**config.mk**
```make
export PLATFORM = sky130hd
export DESIGN_NAME = axil_bridge_top
export DESIGN_NICKNAME = d
export VERILOG_FILES = /design/src/rtl/axil_bridge_pkg.sv /design/src/rtl/axil_bridge_top.sv /design/src/rtl/axil_master_engine.sv /design/src/rtl/bridge_queue.sv /design/src/rtl/mem_fwd_decoder.sv /design/src/rtl/mem_rev_packer.sv
export SDC_FILE = /design/constraint.sdc
export NUM_CORES = 1
export LEC_CHECK = 0
export BUFFER_PORTS_ARGS = -buffer_cell sky130_fd_sc_hd__buf_2
export CORE_MARGIN = 3
export CORE_UTILIZATION = 51
export CTS_BUF_LIST = sky130_fd_sc_hd__clkbuf_4 sky130_fd_sc_hd__clkbuf_8
export DETAILED_ROUTE_END_ITERATION = 10
export PLACE_DENSITY = 0.78
export SLEW_MARGIN = 10
export SYNTH_ARGS = -nofsm -noshare
export SYNTH_HDL_FRONTEND = slang
export SYNTH_SLANG_ARGS = --single-unit
```
**constraint.sdc**
```tcl
create_clock -name clk_i -period 6.5 [get_ports clk_i]
set_clock_uncertainty 0.15 [all_clocks]
set_input_delay 0.975 -clock clk_i [delete_from_list [all_inputs] [get_ports clk_i]]
set_output_delay 0.975 -clock clk_i [all_outputs]
set_load 0.01 [all_outputs]
```
**src/rtl/axil_bridge_pkg.sv**
```systemverilog
`default_nettype none

package axil_bridge_pkg;

  // Default bus widths, the top level passes them down as module parameters
  localparam int addr_width_gp = 32;
  localparam int data_width_gp = 32;

  typedef enum logic
  {
    e_mem_rd = 1'b0,
    e_mem_wr = 1'b1
  } mem_msg_type_e;

  // Log2 of the byte count, code 3 is illegal
  typedef enum logic [1:0]
  {
    e_size_1 = 2'b00,
    e_size_2 = 2'b01,
    e_size_4 = 2'b10
  } mem_msg_size_e;

  // Forward and reverse header
  typedef struct packed
  {
    mem_msg_type_e              msg_type;
    mem_msg_size_e              size;
    logic [addr_width_gp-1:0]   addr;
  } mem_header_s;

  // Decoded request, one AXI-Lite access
  typedef struct packed
  {
    logic                       write;
    logic [addr_width_gp-1:0]   addr;
    logic [data_width_gp-1:0]   data;
    logic [data_width_gp/8-1:0] strb;
  } axil_req_s;

endpackage

`default_nettype wire

```
**src/rtl/axil_bridge_top.sv**
```systemverilog
`timescale 1ns/1ps
`default_nettype none

module axil_bridge_top
#(
  parameter int addr_width_p = axil_bridge_pkg::addr_width_gp,
  parameter int data_width_p = axil_bridge_pkg::data_width_gp
)
(
  input  wire                                clk_i,
  input  wire                                arst_n_i,
  input  wire axil_bridge_pkg::mem_header_s  fwd_header_i,
  input  wire [data_width_p-1:0]             fwd_data_i,
  input  wire                                fwd_v_i,
  output logic                               fwd_ready_and_o,
  output axil_bridge_pkg::mem_header_s       rev_header_o,
  output logic [data_width_p-1:0]            rev_data_o,
  output logic                               rev_v_o,
  input  wire                                rev_ready_and_i,
  output logic [addr_width_p-1:0]            m_axil_awaddr_o,
  output logic                               m_axil_awvalid_o,
  input  wire                                m_axil_awready_i,
  output logic [data_width_p-1:0]            m_axil_wdata_o,
  output logic [data_width_p/8-1:0]          m_axil_wstrb_o,
  output logic                               m_axil_wvalid_o,
  input  wire                                m_axil_wready_i,
  input  wire [1:0]                          m_axil_bresp_i,
  input  wire                                m_axil_bvalid_i,
  output logic                               m_axil_bready_o,
  output logic [addr_width_p-1:0]            m_axil_araddr_o,
  output logic                               m_axil_arvalid_o,
  input  wire                                m_axil_arready_i,
  input  wire [data_width_p-1:0]             m_axil_rdata_i,
  input  wire [1:0]                          m_axil_rresp_i,
  input  wire                                m_axil_rvalid_i,
  output logic                               m_axil_rready_o
);

  axil_bridge_pkg::axil_req_s   req_in;
  axil_bridge_pkg::axil_req_s   req_head;
  axil_bridge_pkg::mem_header_s hdr_in;
  axil_bridge_pkg::mem_header_s hdr_head;
  logic                         req_push;
  logic                         req_pop;
  logic                         req_valid;
  logic                         req_full;
  logic                         hdr_push;
  logic                         hdr_pop;
  logic                         hdr_valid;
  logic                         hdr_full;
  logic                         done;
  logic                         resp_full;
  logic [data_width_p-1:0]      rdata;

  mem_fwd_decoder #(
    .addr_width_p(addr_width_p),
    .data_width_p(data_width_p)
  ) decoder (
    .clk_i(clk_i),
    .arst_n_i(arst_n_i),
    .fwd_header_i(fwd_header_i),
    .fwd_data_i(fwd_data_i),
    .fwd_v_i(fwd_v_i),
    .fwd_ready_and_o(fwd_ready_and_o),
    .req_full_i(req_full),
    .hdr_full_i(hdr_full),
    .req_push_o(req_push),
    .req_o(req_in),
    .hdr_push_o(hdr_push),
    .hdr_o(hdr_in)
  );

  bridge_queue #(
    .payload_t(axil_bridge_pkg::axil_req_s),
    .depth_p(2)
  ) req_queue (
    .clk_i(clk_i),
    .arst_n_i(arst_n_i),
    .push_i(req_push),
    .data_i(req_in),
    .pop_i(req_pop),
    .data_o(req_head),
    .valid_o(req_valid),
    .full_o(req_full)
  );

  // Headers wait here until the matching reverse beat is accepted
  bridge_queue #(
    .payload_t(axil_bridge_pkg::mem_header_s),
    .depth_p(2)
  ) hdr_queue (
    .clk_i(clk_i),
    .arst_n_i(arst_n_i),
    .push_i(hdr_push),
    .data_i(hdr_in),
    .pop_i(hdr_pop),
    .data_o(hdr_head),
    .valid_o(hdr_valid),
    .full_o(hdr_full)
  );

  axil_master_engine #(
    .addr_width_p(addr_width_p),
    .data_width_p(data_width_p)
  ) engine (
    .clk_i(clk_i),
    .arst_n_i(arst_n_i),
    .req_i(req_head),
    .req_valid_i(req_valid),
    .resp_full_i(resp_full),
    .req_pop_o(req_pop),
    .done_o(done),
    .rdata_o(rdata),
    .m_axil_awaddr_o(m_axil_awaddr_o),
    .m_axil_awvalid_o(m_axil_awvalid_o),
    .m_axil_awready_i(m_axil_awready_i),
    .m_axil_wdata_o(m_axil_wdata_o),
    .m_axil_wstrb_o(m_axil_wstrb_o),
    .m_axil_wvalid_o(m_axil_wvalid_o),
    .m_axil_wready_i(m_axil_wready_i),
    .m_axil_bresp_i(m_axil_bresp_i),
    .m_axil_bvalid_i(m_axil_bvalid_i),
    .m_axil_bready_o(m_axil_bready_o),
    .m_axil_araddr_o(m_axil_araddr_o),
    .m_axil_arvalid_o(m_axil_arvalid_o),
    .m_axil_arready_i(m_axil_arready_i),
    .m_axil_rdata_i(m_axil_rdata_i),
    .m_axil_rresp_i(m_axil_rresp_i),
    .m_axil_rvalid_i(m_axil_rvalid_i),
    .m_axil_rready_o(m_axil_rready_o)
  );

  mem_rev_packer #(
    .addr_width_p(addr_width_p),
    .data_width_p(data_width_p)
  ) packer (
    .clk_i(clk_i),
    .arst_n_i(arst_n_i),
    .done_i(done),
    .rdata_i(rdata),
    .hdr_i(hdr_head),
    .hdr_valid_i(hdr_valid),
    .rev_ready_and_i(rev_ready_and_i),
    .hdr_pop_o(hdr_pop),
    .full_o(resp_full),
    .rev_header_o(rev_header_o),
    .rev_data_o(rev_data_o),
    .rev_v_o(rev_v_o)
  );

endmodule

`default_nettype wire

```
**src/rtl/axil_master_engine.sv**
```systemverilog
`timescale 1ns/1ps
`default_nettype none

module axil_master_engine
#(
  parameter int addr_width_p = axil_bridge_pkg::addr_width_gp,
  parameter int data_width_p = axil_bridge_pkg::data_width_gp
)
(
  input  wire                              clk_i,
  input  wire                              arst_n_i,
  input  wire axil_bridge_pkg::axil_req_s  req_i,
  input  wire                              req_valid_i,
  input  wire                              resp_full_i,
  output logic                             req_pop_o,
  output logic                             done_o,
  output logic [data_width_p-1:0]          rdata_o,
  output logic [addr_width_p-1:0]          m_axil_awaddr_o,
  output logic                             m_axil_awvalid_o,
  input  wire                              m_axil_awready_i,
  output logic [data_width_p-1:0]          m_axil_wdata_o,
  output logic [data_width_p/8-1:0]        m_axil_wstrb_o,
  output logic                             m_axil_wvalid_o,
  input  wire                              m_axil_wready_i,
  input  wire [1:0]                        m_axil_bresp_i,
  input  wire                              m_axil_bvalid_i,
  output logic                             m_axil_bready_o,
  output logic [addr_width_p-1:0]          m_axil_araddr_o,
  output logic                             m_axil_arvalid_o,
  input  wire                              m_axil_arready_i,
  input  wire [data_width_p-1:0]           m_axil_rdata_i,
  input  wire [1:0]                        m_axil_rresp_i,
  input  wire                              m_axil_rvalid_i,
  output logic                             m_axil_rready_o
);

  typedef enum logic [2:0]
  {
    e_idle,
    e_wr_addr_data,
    e_wr_resp,
    e_rd_addr,
    e_rd_data
  } state_e;

  state_e                    state_q;
  logic                      aw_sent_q;
  logic                      w_sent_q;
  logic [addr_width_p-1:0]   addr_q;
  logic [data_width_p-1:0]   wdata_q;
  logic [data_width_p/8-1:0] wstrb_q;
  logic                      aw_fire;
  logic                      w_fire;
  logic                      ar_fire;
  logic                      b_fire;
  logic                      r_fire;

  // One access at a time, take the next request only from idle
  assign req_pop_o = (state_q == e_idle) && req_valid_i;

  assign m_axil_awaddr_o  = addr_q;
  assign m_axil_araddr_o  = addr_q;
  assign m_axil_wdata_o   = wdata_q;
  assign m_axil_wstrb_o   = wstrb_q;
  assign m_axil_awvalid_o = (state_q == e_wr_addr_data) && !aw_sent_q;
  assign m_axil_wvalid_o  = (state_q == e_wr_addr_data) && !w_sent_q;
  assign m_axil_arvalid_o = (state_q == e_rd_addr);
  // Hold off B and R while the packer still holds its result
  assign m_axil_bready_o  = (state_q == e_wr_resp) && !resp_full_i;
  assign m_axil_rready_o  = (state_q == e_rd_data) && !resp_full_i;

  assign aw_fire = m_axil_awvalid_o && m_axil_awready_i;
  assign w_fire  = m_axil_wvalid_o && m_axil_wready_i;
  assign ar_fire = m_axil_arvalid_o && m_axil_arready_i;
  assign b_fire  = m_axil_bvalid_i && m_axil_bready_o;
  assign r_fire  = m_axil_rvalid_i && m_axil_rready_o;

  // Response codes bresp and rresp are not reported
  assign done_o  = b_fire || r_fire;
  assign rdata_o = m_axil_rdata_i;

  always_ff @(posedge clk_i or negedge arst_n_i)
  begin
    if (!arst_n_i)
    begin
      state_q   <= e_idle;
      aw_sent_q <= 1'b0;
      w_sent_q  <= 1'b0;
    end
    else
    begin
      case (state_q)
        e_idle:
        begin
          if (req_valid_i)
            state_q <= req_i.write ? e_wr_addr_data : e_rd_addr;
        end
        e_wr_addr_data:
        begin
          // AW and W may complete in either order
          if ((aw_sent_q || aw_fire) && (w_sent_q || w_fire))
          begin
            state_q   <= e_wr_resp;
            aw_sent_q <= 1'b0;
            w_sent_q  <= 1'b0;
          end
          else
          begin
            aw_sent_q <= aw_sent_q || aw_fire;
            w_sent_q  <= w_sent_q || w_fire;
          end
        end
        e_wr_resp:
        begin
          if (b_fire)
            state_q <= e_idle;
        end
        e_rd_addr:
        begin
          if (ar_fire)
            state_q <= e_rd_data;
        end
        e_rd_data:
        begin
          if (r_fire)
            state_q <= e_idle;
        end
        default:
          state_q <= e_idle;
      endcase
    end
  end

  always_ff @(posedge clk_i)
  begin
    if (req_pop_o)
    begin
      addr_q  <= req_i.addr;
      wdata_q <= req_i.data;
      wstrb_q <= req_i.strb;
    end
  end

  a_aw_hold: assert property (@(posedge clk_i) disable iff (!arst_n_i)
    m_axil_awvalid_o && !m_axil_awready_i |=> m_axil_awvalid_o);
  a_w_hold: assert property (@(posedge clk_i) disable iff (!arst_n_i)
    m_axil_wvalid_o && !m_axil_wready_i |=> m_axil_wvalid_o);
  a_ar_hold: assert property (@(posedge clk_i) disable iff (!arst_n_i)
    m_axil_arvalid_o && !m_axil_arready_i |=> m_axil_arvalid_o);

endmodule

`default_nettype wire

```
**src/rtl/bridge_queue.sv**
```systemverilog
`timescale 1ns/1ps
`default_nettype none

module bridge_queue
#(
  parameter type payload_t = logic,
  parameter int  depth_p   = 2
)
(
  input  wire      clk_i,
  input  wire      arst_n_i,
  input  wire      push_i,
  input  payload_t data_i,
  input  wire      pop_i,
  output payload_t data_o,
  output logic     valid_o,
  output logic     full_o
);

  localparam int ptr_width_lp = (depth_p > 1) ? $clog2(depth_p) : 1;
  localparam int cnt_width_lp = $clog2(depth_p + 1);

  payload_t                mem_q [depth_p];
  logic [ptr_width_lp-1:0] wr_ptr_q;
  logic [ptr_width_lp-1:0] rd_ptr_q;
  logic [cnt_width_lp-1:0] count_q;

  assign data_o  = mem_q[rd_ptr_q];
  assign valid_o = (count_q != '0);
  assign full_o  = (count_q == cnt_width_lp'(depth_p));

  always_ff @(posedge clk_i or negedge arst_n_i)
  begin
    if (!arst_n_i)
    begin
      wr_ptr_q <= '0;
      rd_ptr_q <= '0;
      count_q  <= '0;
    end
    else
    begin
      if (push_i)
        wr_ptr_q <= (wr_ptr_q == ptr_width_lp'(depth_p - 1)) ? '0 : wr_ptr_q + 1'b1;
      if (pop_i)
        rd_ptr_q <= (rd_ptr_q == ptr_width_lp'(depth_p - 1)) ? '0 : rd_ptr_q + 1'b1;
      // Simultaneous push and pop leaves the count alone
      case ({push_i, pop_i})
        2'b10:   count_q <= count_q + 1'b1;
        2'b01:   count_q <= count_q - 1'b1;
        default: count_q <= count_q;
      endcase
    end
  end

  always_ff @(posedge clk_i)
  begin
    if (push_i)
      mem_q[wr_ptr_q] <= data_i;
  end

  a_no_overflow: assert property (@(posedge clk_i) disable iff (!arst_n_i)
    !(push_i && full_o));
  a_no_underflow: assert property (@(posedge clk_i) disable iff (!arst_n_i)
    !(pop_i && !valid_o));

endmodule

`default_nettype wire

```
**src/rtl/mem_fwd_decoder.sv**
```systemverilog
`timescale 1ns/1ps
`default_nettype none

module mem_fwd_decoder
#(
  parameter int addr_width_p = axil_bridge_pkg::addr_width_gp,
  parameter int data_width_p = axil_bridge_pkg::data_width_gp
)
(
  input  wire                                clk_i,
  input  wire                                arst_n_i,
  input  wire axil_bridge_pkg::mem_header_s  fwd_header_i,
  input  wire [data_width_p-1:0]             fwd_data_i,
  input  wire                                fwd_v_i,
  output logic                               fwd_ready_and_o,
  input  wire                                req_full_i,
  input  wire                                hdr_full_i,
  output logic                               req_push_o,
  output axil_bridge_pkg::axil_req_s         req_o,
  output logic                               hdr_push_o,
  output axil_bridge_pkg::mem_header_s       hdr_o
);

  logic                    accept;
  logic [addr_width_p-1:0] addr;
  logic [1:0]              byte_off;
  logic [3:0]              strb;
  logic                    aligned;

  // Both queues must have room, request and header move as a pair
  assign fwd_ready_and_o = !req_full_i && !hdr_full_i;
  assign accept          = fwd_v_i && fwd_ready_and_o;

  assign addr     = fwd_header_i.addr;
  assign byte_off = addr[1:0];

  // Lane mask from size, shifted to the addressed byte
  always_comb
  begin
    case (fwd_header_i.size)
      axil_bridge_pkg::e_size_1:
      begin
        strb    = 4'b0001 << byte_off;
        aligned = 1'b1;
      end
      axil_bridge_pkg::e_size_2:
      begin
        strb    = 4'b0011 << byte_off;
        aligned = !byte_off[0];
      end
      axil_bridge_pkg::e_size_4:
      begin
        strb    = 4'b1111 << byte_off;
        aligned = (byte_off == 2'b00);
      end
      default:
      begin
        strb    = 4'b0000;
        aligned = 1'b0;
      end
    endcase
  end

  assign req_push_o  = accept;
  assign hdr_push_o  = accept;
  assign req_o.write = (fwd_header_i.msg_type == axil_bridge_pkg::e_mem_wr);
  assign req_o.addr  = addr;
  assign req_o.data  = fwd_data_i;
  assign req_o.strb  = strb;
  assign hdr_o       = fwd_header_i;

  // Upstream must only send legal, naturally aligned beats
  a_legal_size: assert property (@(posedge clk_i) disable iff (!arst_n_i)
    accept |-> (fwd_header_i.size != 2'b11));
  a_aligned: assert property (@(posedge clk_i) disable iff (!arst_n_i)
    accept |-> aligned);

endmodule

`default_nettype wire

```
**src/rtl/mem_rev_packer.sv**
```systemverilog
`timescale 1ns/1ps
`default_nettype none

module mem_rev_packer
#(
  parameter int addr_width_p = axil_bridge_pkg::addr_width_gp,
  parameter int data_width_p = axil_bridge_pkg::data_width_gp
)
(
  input  wire                                clk_i,
  input  wire                                arst_n_i,
  input  wire                                done_i,
  input  wire [data_width_p-1:0]             rdata_i,
  input  wire axil_bridge_pkg::mem_header_s  hdr_i,
  input  wire                                hdr_valid_i,
  input  wire                                rev_ready_and_i,
  output logic                               hdr_pop_o,
  output logic                               full_o,
  output axil_bridge_pkg::mem_header_s       rev_header_o,
  output logic [data_width_p-1:0]            rev_data_o,
  output logic                               rev_v_o
);

  logic [addr_width_p-1:0]      hdr_addr;
  logic [1:0]                   lane_off;
  logic [data_width_p-1:0]      shifted;
  logic [data_width_p-1:0]      pack_data;
  logic                         full_q;
  axil_bridge_pkg::mem_header_s hdr_q;
  logic [data_width_p-1:0]      data_q;

  assign hdr_addr = hdr_i.addr;
  assign lane_off = hdr_addr[1:0];
  // Addressed bytes moved down to lane 0
  assign shifted  = rdata_i >> {lane_off, 3'b000};

  always_comb
  begin
    if (hdr_i.msg_type == axil_bridge_pkg::e_mem_wr)
      pack_data = '0;
    else
    begin
      case (hdr_i.size)
        axil_bridge_pkg::e_size_1: pack_data = {4{shifted[7:0]}};
        axil_bridge_pkg::e_size_2: pack_data = {2{shifted[15:0]}};
        default:                   pack_data = rdata_i;
      endcase
    end
  end

  always_ff @(posedge clk_i or negedge arst_n_i)
  begin
    if (!arst_n_i)
      full_q <= 1'b0;
    else if (done_i)
      full_q <= 1'b1;
    else if (rev_ready_and_i)
      full_q <= 1'b0;
  end

  always_ff @(posedge clk_i)
  begin
    if (done_i)
    begin
      hdr_q  <= hdr_i;
      data_q <= pack_data;
    end
  end

  // Header leaves its queue only once the reverse beat is taken
  assign hdr_pop_o    = full_q && rev_ready_and_i;
  assign full_o       = full_q;
  assign rev_v_o      = full_q;
  assign rev_header_o = hdr_q;
  assign rev_data_o   = data_q;

  a_hdr_present: assert property (@(posedge clk_i) disable iff (!arst_n_i)
    done_i |-> hdr_valid_i);
  a_no_overwrite: assert property (@(posedge clk_i) disable iff (!arst_n_i)
    done_i |-> !full_q);

endmodule

`default_nettype wire

```
Word level (Yosys, flattened, before mapping)
Memory sizes are Yosys's and may differ from the RTL's.
Index checks and enable logic that the tools add are counted.
{ "totals": {"ff_bits": 149, "ram_bits": 208, "inputBits": 112, "output_inout_bits": 174, "wordCells": 100, "n_memories": 2} }
{ "op_classes": {"addsub": 8, "eq_ne": 18, "shift": 4, "n_mux": 21, "reduce_logical": 30} }
{ "memory_table": {"columns": ["memory", "words", "word_bits", "read_ports", "rd_clocked_by_memory_dff", "wr", "line", "rtl"], "rows": [
  ["req_queue.mem_q", 2, 69, 1, 0, 1, "bridge_queue.sv:23", "payload_t mem_q [depth_p];"],
  ["hdr_queue.mem_q", 2, 35, 1, 0, 1, "bridge_queue.sv:23", null]
]} }
{ "ops": {"columns": ["cell", "n"], "rows": [
  ["32-bit case mux with 2 select lines", 1],
  ["32-bit by 5-bit >> shifter with 16-bit output", 1],
  ["3-bit two-way mux", 5],
  ["3-bit case mux with 5 select lines", 1],
  ["1-bit logical AND", 14],
  ["4-bit case mux with 3 select lines", 1],
  ["2-bit == test (second input constant)", 5],
  ["1-bit two-way mux", 10],
  ["2-bit by 1-bit == test with 1-bit output (second input constant)", 4],
  ["2-bit case mux with 2 select lines", 2],
  ["2-bit nonzero test", 4],
  ["3-bit by 2-bit == test with 1-bit output (second input constant)", 2],
  ["2-bit by 1-bit inequality test with 1-bit output (second input constant)", 3],
  ["1-bit logical NOT", 5],
  ["5-bit AND reduction", 1],
  ["1-bit adder (second input constant)", 4],
  ["2-bit by 1-bit adder with 2-bit output (second input constant)", 2],
  ["2-bit logical NOT", 2],
  ["2-bit inequality test (second input constant)", 2],
  ["1-bit by 2-bit << shifter with 4-bit output (first input constant)", 1],
  ["2-bit by 2-bit << shifter with 4-bit output (first input constant)", 1],
  ["4-bit by 2-bit << shifter with 4-bit output (first input constant)", 1],
  ["2-bit by 1-bit subtractor with 2-bit output (second input constant)", 2],
  ["3-bit by 1-bit == test with 1-bit output (second input constant)", 1],
  ["other kinds (4)", 6]
]} }

Logic depth before layout (Yosys ltp)
{ "logic_depth": {"word_depth": 7, "ltp_mapped": 7, "ltp_nobuf": 7} }

Modules after synthesis
A second synthesis with hierarchy kept.
{ "unflattened": {"hier_cells": 853, "area_unflattened_um2": 15309.7} }
{ "by_module_without_submodules": {"columns": ["mod", "n_inst", "cells_per_inst", "area_per_inst_um2"], "rows": [
  ["bridge_queue (req_queue)", 1, 231, 5517.8],
  ["mem_rev_packer", 1, 209, 3196.8],
  ["axil_master_engine", 1, 175, 2890.3],
  ["bridge_queue (hdr_queue)", 1, 125, 2862.7],
  ["mem_fwd_decoder", 1, 113, 842.1]
]} }

Worst setup path before layout
Ideal clock, no wire load.
{ "synth_timing": {"kind": "input to register", "startpoint": "input m_axil_bvalid_i", "endpoint": "register packer.data_q[0], in the netlist packer.rev_data_o[0] (enable)", "setup_ps": 576, "arrival_ps": 5753, "required_ps": 5774, "path_slack_ps": 21, "path_stages": 3, "n_path_buf": 0, "cell_sequence": "and3_1 > a31oi_1 > nor3_1"} }
{ "synth_between": {"elab_chain_len": 2} }
{ "synth_lines": {"columns": ["item", "line", "rtl"], "rows": [
  ["from (decl)", "axil_bridge_top.sv:28", "input wire m_axil_bvalid_i,"],
  ["1-bit logical AND", "axil_master_engine.sv:75", "assign b_fire = m_axil_bvalid_i && m_axil_bready_o;"],
  ["1-bit logical OR", "axil_master_engine.sv:79", "assign done_o = b_fire || r_fire;"],
  ["via done", "axil_bridge_top.sv:51", "logic done;"],
  ["to (signal assigned)", "mem_rev_packer.sv:66", "data_q <= pack_data;"],
  ["to (decl)", "mem_rev_packer.sv:30", "logic [data_width_p-1:0] data_q;"]
]} }
The timed path passes the listed nets, and every way through them passes these cells.
A chain may end at the register's enable or synchronous reset.

Worst setup path after layout
{ "layout_timing": {"startpoint": "register hdr_queue.rd_ptr_q", "endpoint": "register packer.data_q[11], in the netlist packer.rev_data_o[11], data pin"} }
{ "layout_between": {"elab_chain_len": 3} }
{ "layout_lines": {"columns": ["item", "line", "rtl"], "rows": [
  ["from (decl)", "bridge_queue.sv:25", "logic [ptr_width_lp-1:0] rd_ptr_q;"],
  ["from (signal assigned)", "bridge_queue.sv:45", "rd_ptr_q <= (rd_ptr_q == ptr_width_lp'(depth_p - 1)) ? '0 : rd_ptr_q + 1'b1;"],
  ["memory 2 x 35 bit *", null, null],
  ["32-bit by 5-bit >> shifter with 16-bit output, or another cell as far along", "mem_rev_packer.sv:35", "assign shifted = rdata_i >> {lane_off, 3'b000};"],
  ["32-bit case mux with 2 select lines", "mem_rev_packer.sv:43", "case (hdr_i.size)"]
]} }
Every way passes the cells marked *; elsewhere a longest branch is shown, timed or not.

==> impl_metrics.csv <==
group,metric,value,unit
yosys,synth_area,0.0135,mm2
clock_network,clock_sinks,357,
grt,grtUsageTotal,18.7,%
grt,grt.overflow.total,0,
clock_network,postCtsSetupBuffers,0,
cells_and_area,diodes,0,
clock_network,clockRootBuffer,"clkbuf_8",
setup_path,crit_path_end_kind,"flip-flop",
cells_and_area,nets,1130,
floorplan,core_area,0.0255,mm2
outcome,status,"complete, no violations",
clock_network,post_cts_resized,0,
power_and_ir_drop,pwr-share-seq,49.5,%
route,viasPerCell,5.30,
grt,grt_max_degree,71,
route,wl_per_cell,19.5,um
route,antenna_left,0,
setup_path,crit_required,6.65,ns
place,placedCellCount,1286,
clock_network,htreeDepth,2,
yosys,synth-async-reset-ratio,3.92,%
route,route.vias.total,7354,
route,first_pass_iters,6,
clock_network,hold_buffers,0,
power_and_ir_drop,p_clk_share,22.7,%
grt,grt_pass1_wl,41.0,mm
clock_network,cts_tree,"built",
sta,tns,0,ns
power_and_ir_drop,power_frac_comb,27.8,%
yosys,ys_ff_latch,357,
sta,hold_violations,0,
place,io_buffers,281,
clock_network,clk_latency,0.58,ns
floorplan,num_io_pins,286,
yosys,synth_flop_cell,"edfxtp_1",
power_and_ir_drop,leakagePower,6.01,nW
clock_network,clk_path_buf_depth,3,
cells_and_area,regArea,0.0107,mm2
yosys,synth_top_area_share,76.5,%
cells_and_area,multi_input_area,0.00243,mm2
floorplan,die-area,0.0284,mm2
floorplan,num_rows,58,
sta,fin_hold_ws,0.148,ns
sta,slew_headroom,25.0,%
route,drcViolationCount,0,
sta,setup_ws,2.97,ns
setup_path,path_class,"reg -> reg",
yosys,synth_largest_area_cell,"edfxtp_1",
cells_and_area,final_cell_area,0.0161,mm2
yosys,synthTopCellsByArea,"edfxtp_1, mux2_2, dfrtp_1, buf_4, nand2_1",
power_and_ir_drop,p_int,5.25,mW
power_and_ir_drop,switching_share,31.7,%
sta,period_needed,3.53,ns
floorplan,die_w,168,um
place,dp_hpwl,17.0,mm
run,cap_violations,0,
place,place_congestion,0.803,
power_and_ir_drop,vdd_drop_max,0.270,mV
place,place_area,0.0150,mm2
yosys,syn-mean-instance-area,18.6,um2
power_and_ir_drop,switchingPower,2.43,mW
grt,antenna_found_initial,5,
sta,worstMarginPinSlew,1.12,ns
clock_network,cts-buffers-inserted,56,
yosys,synth_most_common_cell,"edfxtp_1",
clock_network,path_clk_slew,0.06,ns
cells_and_area,fillers,1858,
grt,grt_pass1_vias,7534,
route,first_iter_violations,545,
route,wl,27.0,mm
min_path,holdCritPathClass,"in -> async",
yosys,synth_nets,841,
yosys,synth_edf_count,343,
sta,finalSetupViolations,0,
setup_path,crit_fanout,28,
sta,max_freq,283,MHz
yosys,yosysUniqueCellTypes,47,
cells_and_area,area_delta_synth_final,19.4,%
yosys,yosysWarningCount,0,
cells_and_area,final_cells,1387,
place,dp_slack,3.01,ns
yosys,seq_area_frac_synth,79.1,%
yosys,synth_commonest_cells,"edfxtp_1, mux2_2, nand2_1, a21oi_1, buf_4",
sta,min_period_over_period,54.3,%
setup_path,critPathLaunchType,"flip-flop",
cells_and_area,layout-drive-gt1-share,46.6,%
setup_path,reg2reg_depth,6,
setup_path,cp.arrival,3.68,ns
sta,drv_slew,0,
yosys,netlist_instances,725,
floorplan,start_util,52.7,%
power_and_ir_drop,power_density,478,mW/mm2
sta,rsz0062_at_grt,"false",
floorplan,die_h,168,um
-- state kept, by name, indices dropped and copies added, names as in the netlist --
signal	flops
engine.m_axil_wdata_o	32
engine.state_q	3
hdr_queue.mem_q	70
req_queue.rd_ptr_q	1
engine.m_axil_araddr_o	32
packer.rev_header_o	35
engine.m_axil_wstrb_o	4
hdr_queue.count_q	2
engine.w_sent_q	1
hdr_queue.rd_ptr_q	1
engine.aw_sent_q	1
req_queue.mem_q	138
hdr_queue.wr_ptr_q	1
req_queue.wr_ptr_q	1
packer.rev_data_o	32
req_queue.count_q	2
packer.full_o	1
-- cell families after synthesis --
kind of cell | Yosys count | share of synthesized area [%]
DFF | 357 | 79.1
buffers and inverters | 70 | 2.99
xor gates and xnor gates | 10 | 0.651
AOI/OAI and AO/OA | 70 | 3.71
and+or+nand+nor | 98 | 3.13
adders and majority gates | 4 | 0.372
muxes | 116 | 10.0
-- critical path, cell delays in order, from the launching register on --
cell and delay, ns:
dfrtp_2 0.56, buf_4 0.47, mux2i_2 0.77, inv_4 0.27
mux2_4 0.38, a222oi_1 0.47, a21oi_1 0.12
-- final timing paths --
| check | to | start | slack, ns |
|---|---|---|---|
| max in group asynchronous | req_queue.rd_ptr_q$_DFFE_PN0P_ | arst_n_i | 5.76 |
| worst min register to register | hdr_queue.count_q[1]$_DFFE_PN0P_ | hdr_queue.count_q[1]$_DFFE_PN0P_ | 0.33 |
| worst min-delay path | hdr_queue.count_q[0]$_DFFE_PN0P_ | arst_n_i | 0.15 |
| min in group clk_i | hdr_queue.count_q[1]$_DFFE_PN0P_ | hdr_queue.count_q[1]$_DFFE_PN0P_ | 0.33 |
| worst max register to register | packer.rev_data_o[11]$_SDFFCE_PP0P_ | hdr_queue.rd_ptr_q$_DFFE_PN0P_ | 2.97 |
| worst max-delay path | packer.rev_data_o[11]$_SDFFCE_PP0P_ | hdr_queue.rd_ptr_q$_DFFE_PN0P_ | 2.97 |
-- cells in the final DEF, fill, tap and decap left out, types with 3 or more instances in the layout --
cell type | synthesis | final
a21oi_1 | 37 | 37
a222oi_1 | 6 | 6
a311o_1 | 6 | 6
buf_2 | 5 | 281
buf_4 | 33 | 7
clkbuf_4 | 0 | 16
clkbuf_8 | 0 | 58
clkinv_1 | 0 | 19
clkinv_2 | 0 | 5
dfrtp_1 | 14 | 12
edfxtp_1 | 343 | 343
ha_1 | 4 | 4
inv_1 | 11 | 10
mux2_2 | 100 | 100
mux2_4 | 6 | 6
mux2i_1 | 7 | 7
nand2_1 | 57 | 57
nor2_1 | 20 | 18
nor2b_1 | 3 | 3
nor3_1 | 7 | 6
o21a_1 | 4 | 4
xnor2_1 | 7 | 7
xor2_1 | 3 | 3
-- routing by layer --
metal	GRT usage (%)	part of all wire (%)	vias to the layer above
li1	-	-	3356
met1	22.6	38	3593
met2	31.7	50	334
met3	6.64	9.2	61
met4	5.80	2.4	10
met5	0	0.21	-
-- final cells by class --
class	count	area share, %
Tap cell	330	2.57
Clock buffer	74	5.72
Timing Repair Buffer	288	9.08
Inverter	13	0.327
Multi-Input combinational cell	298	15.1
Sequential cell	357	66.3
Clock inverter	27	0.864
-- power by group through the flow --
stage	combinational, mW	clock [mW]	sequential (mW)
6_report	2.13	1.75	3.80
5_1_grt	2.32	1.90	3.88
4_1_cts	2.17	1.80	3.82
3_5_place_dp	2.16	0	3.85
3_3_place_gp	2.11	0	3.83
2_1_floorplan	1.40	0	3.88
-- per-stage QoR --
step / utilization (%) / power (mW)
5_1_grt: 62.9 / 8.10
3_3_place_gp: 58.8 / 5.94
2_1_floorplan: - / 5.28
6_report: 62.9 / 7.68
3_5_place_dp: 58.8 / 6.01
4_1_cts: 62.9 / 7.79
No activity file was read; power rests on OpenSTA's default activity.
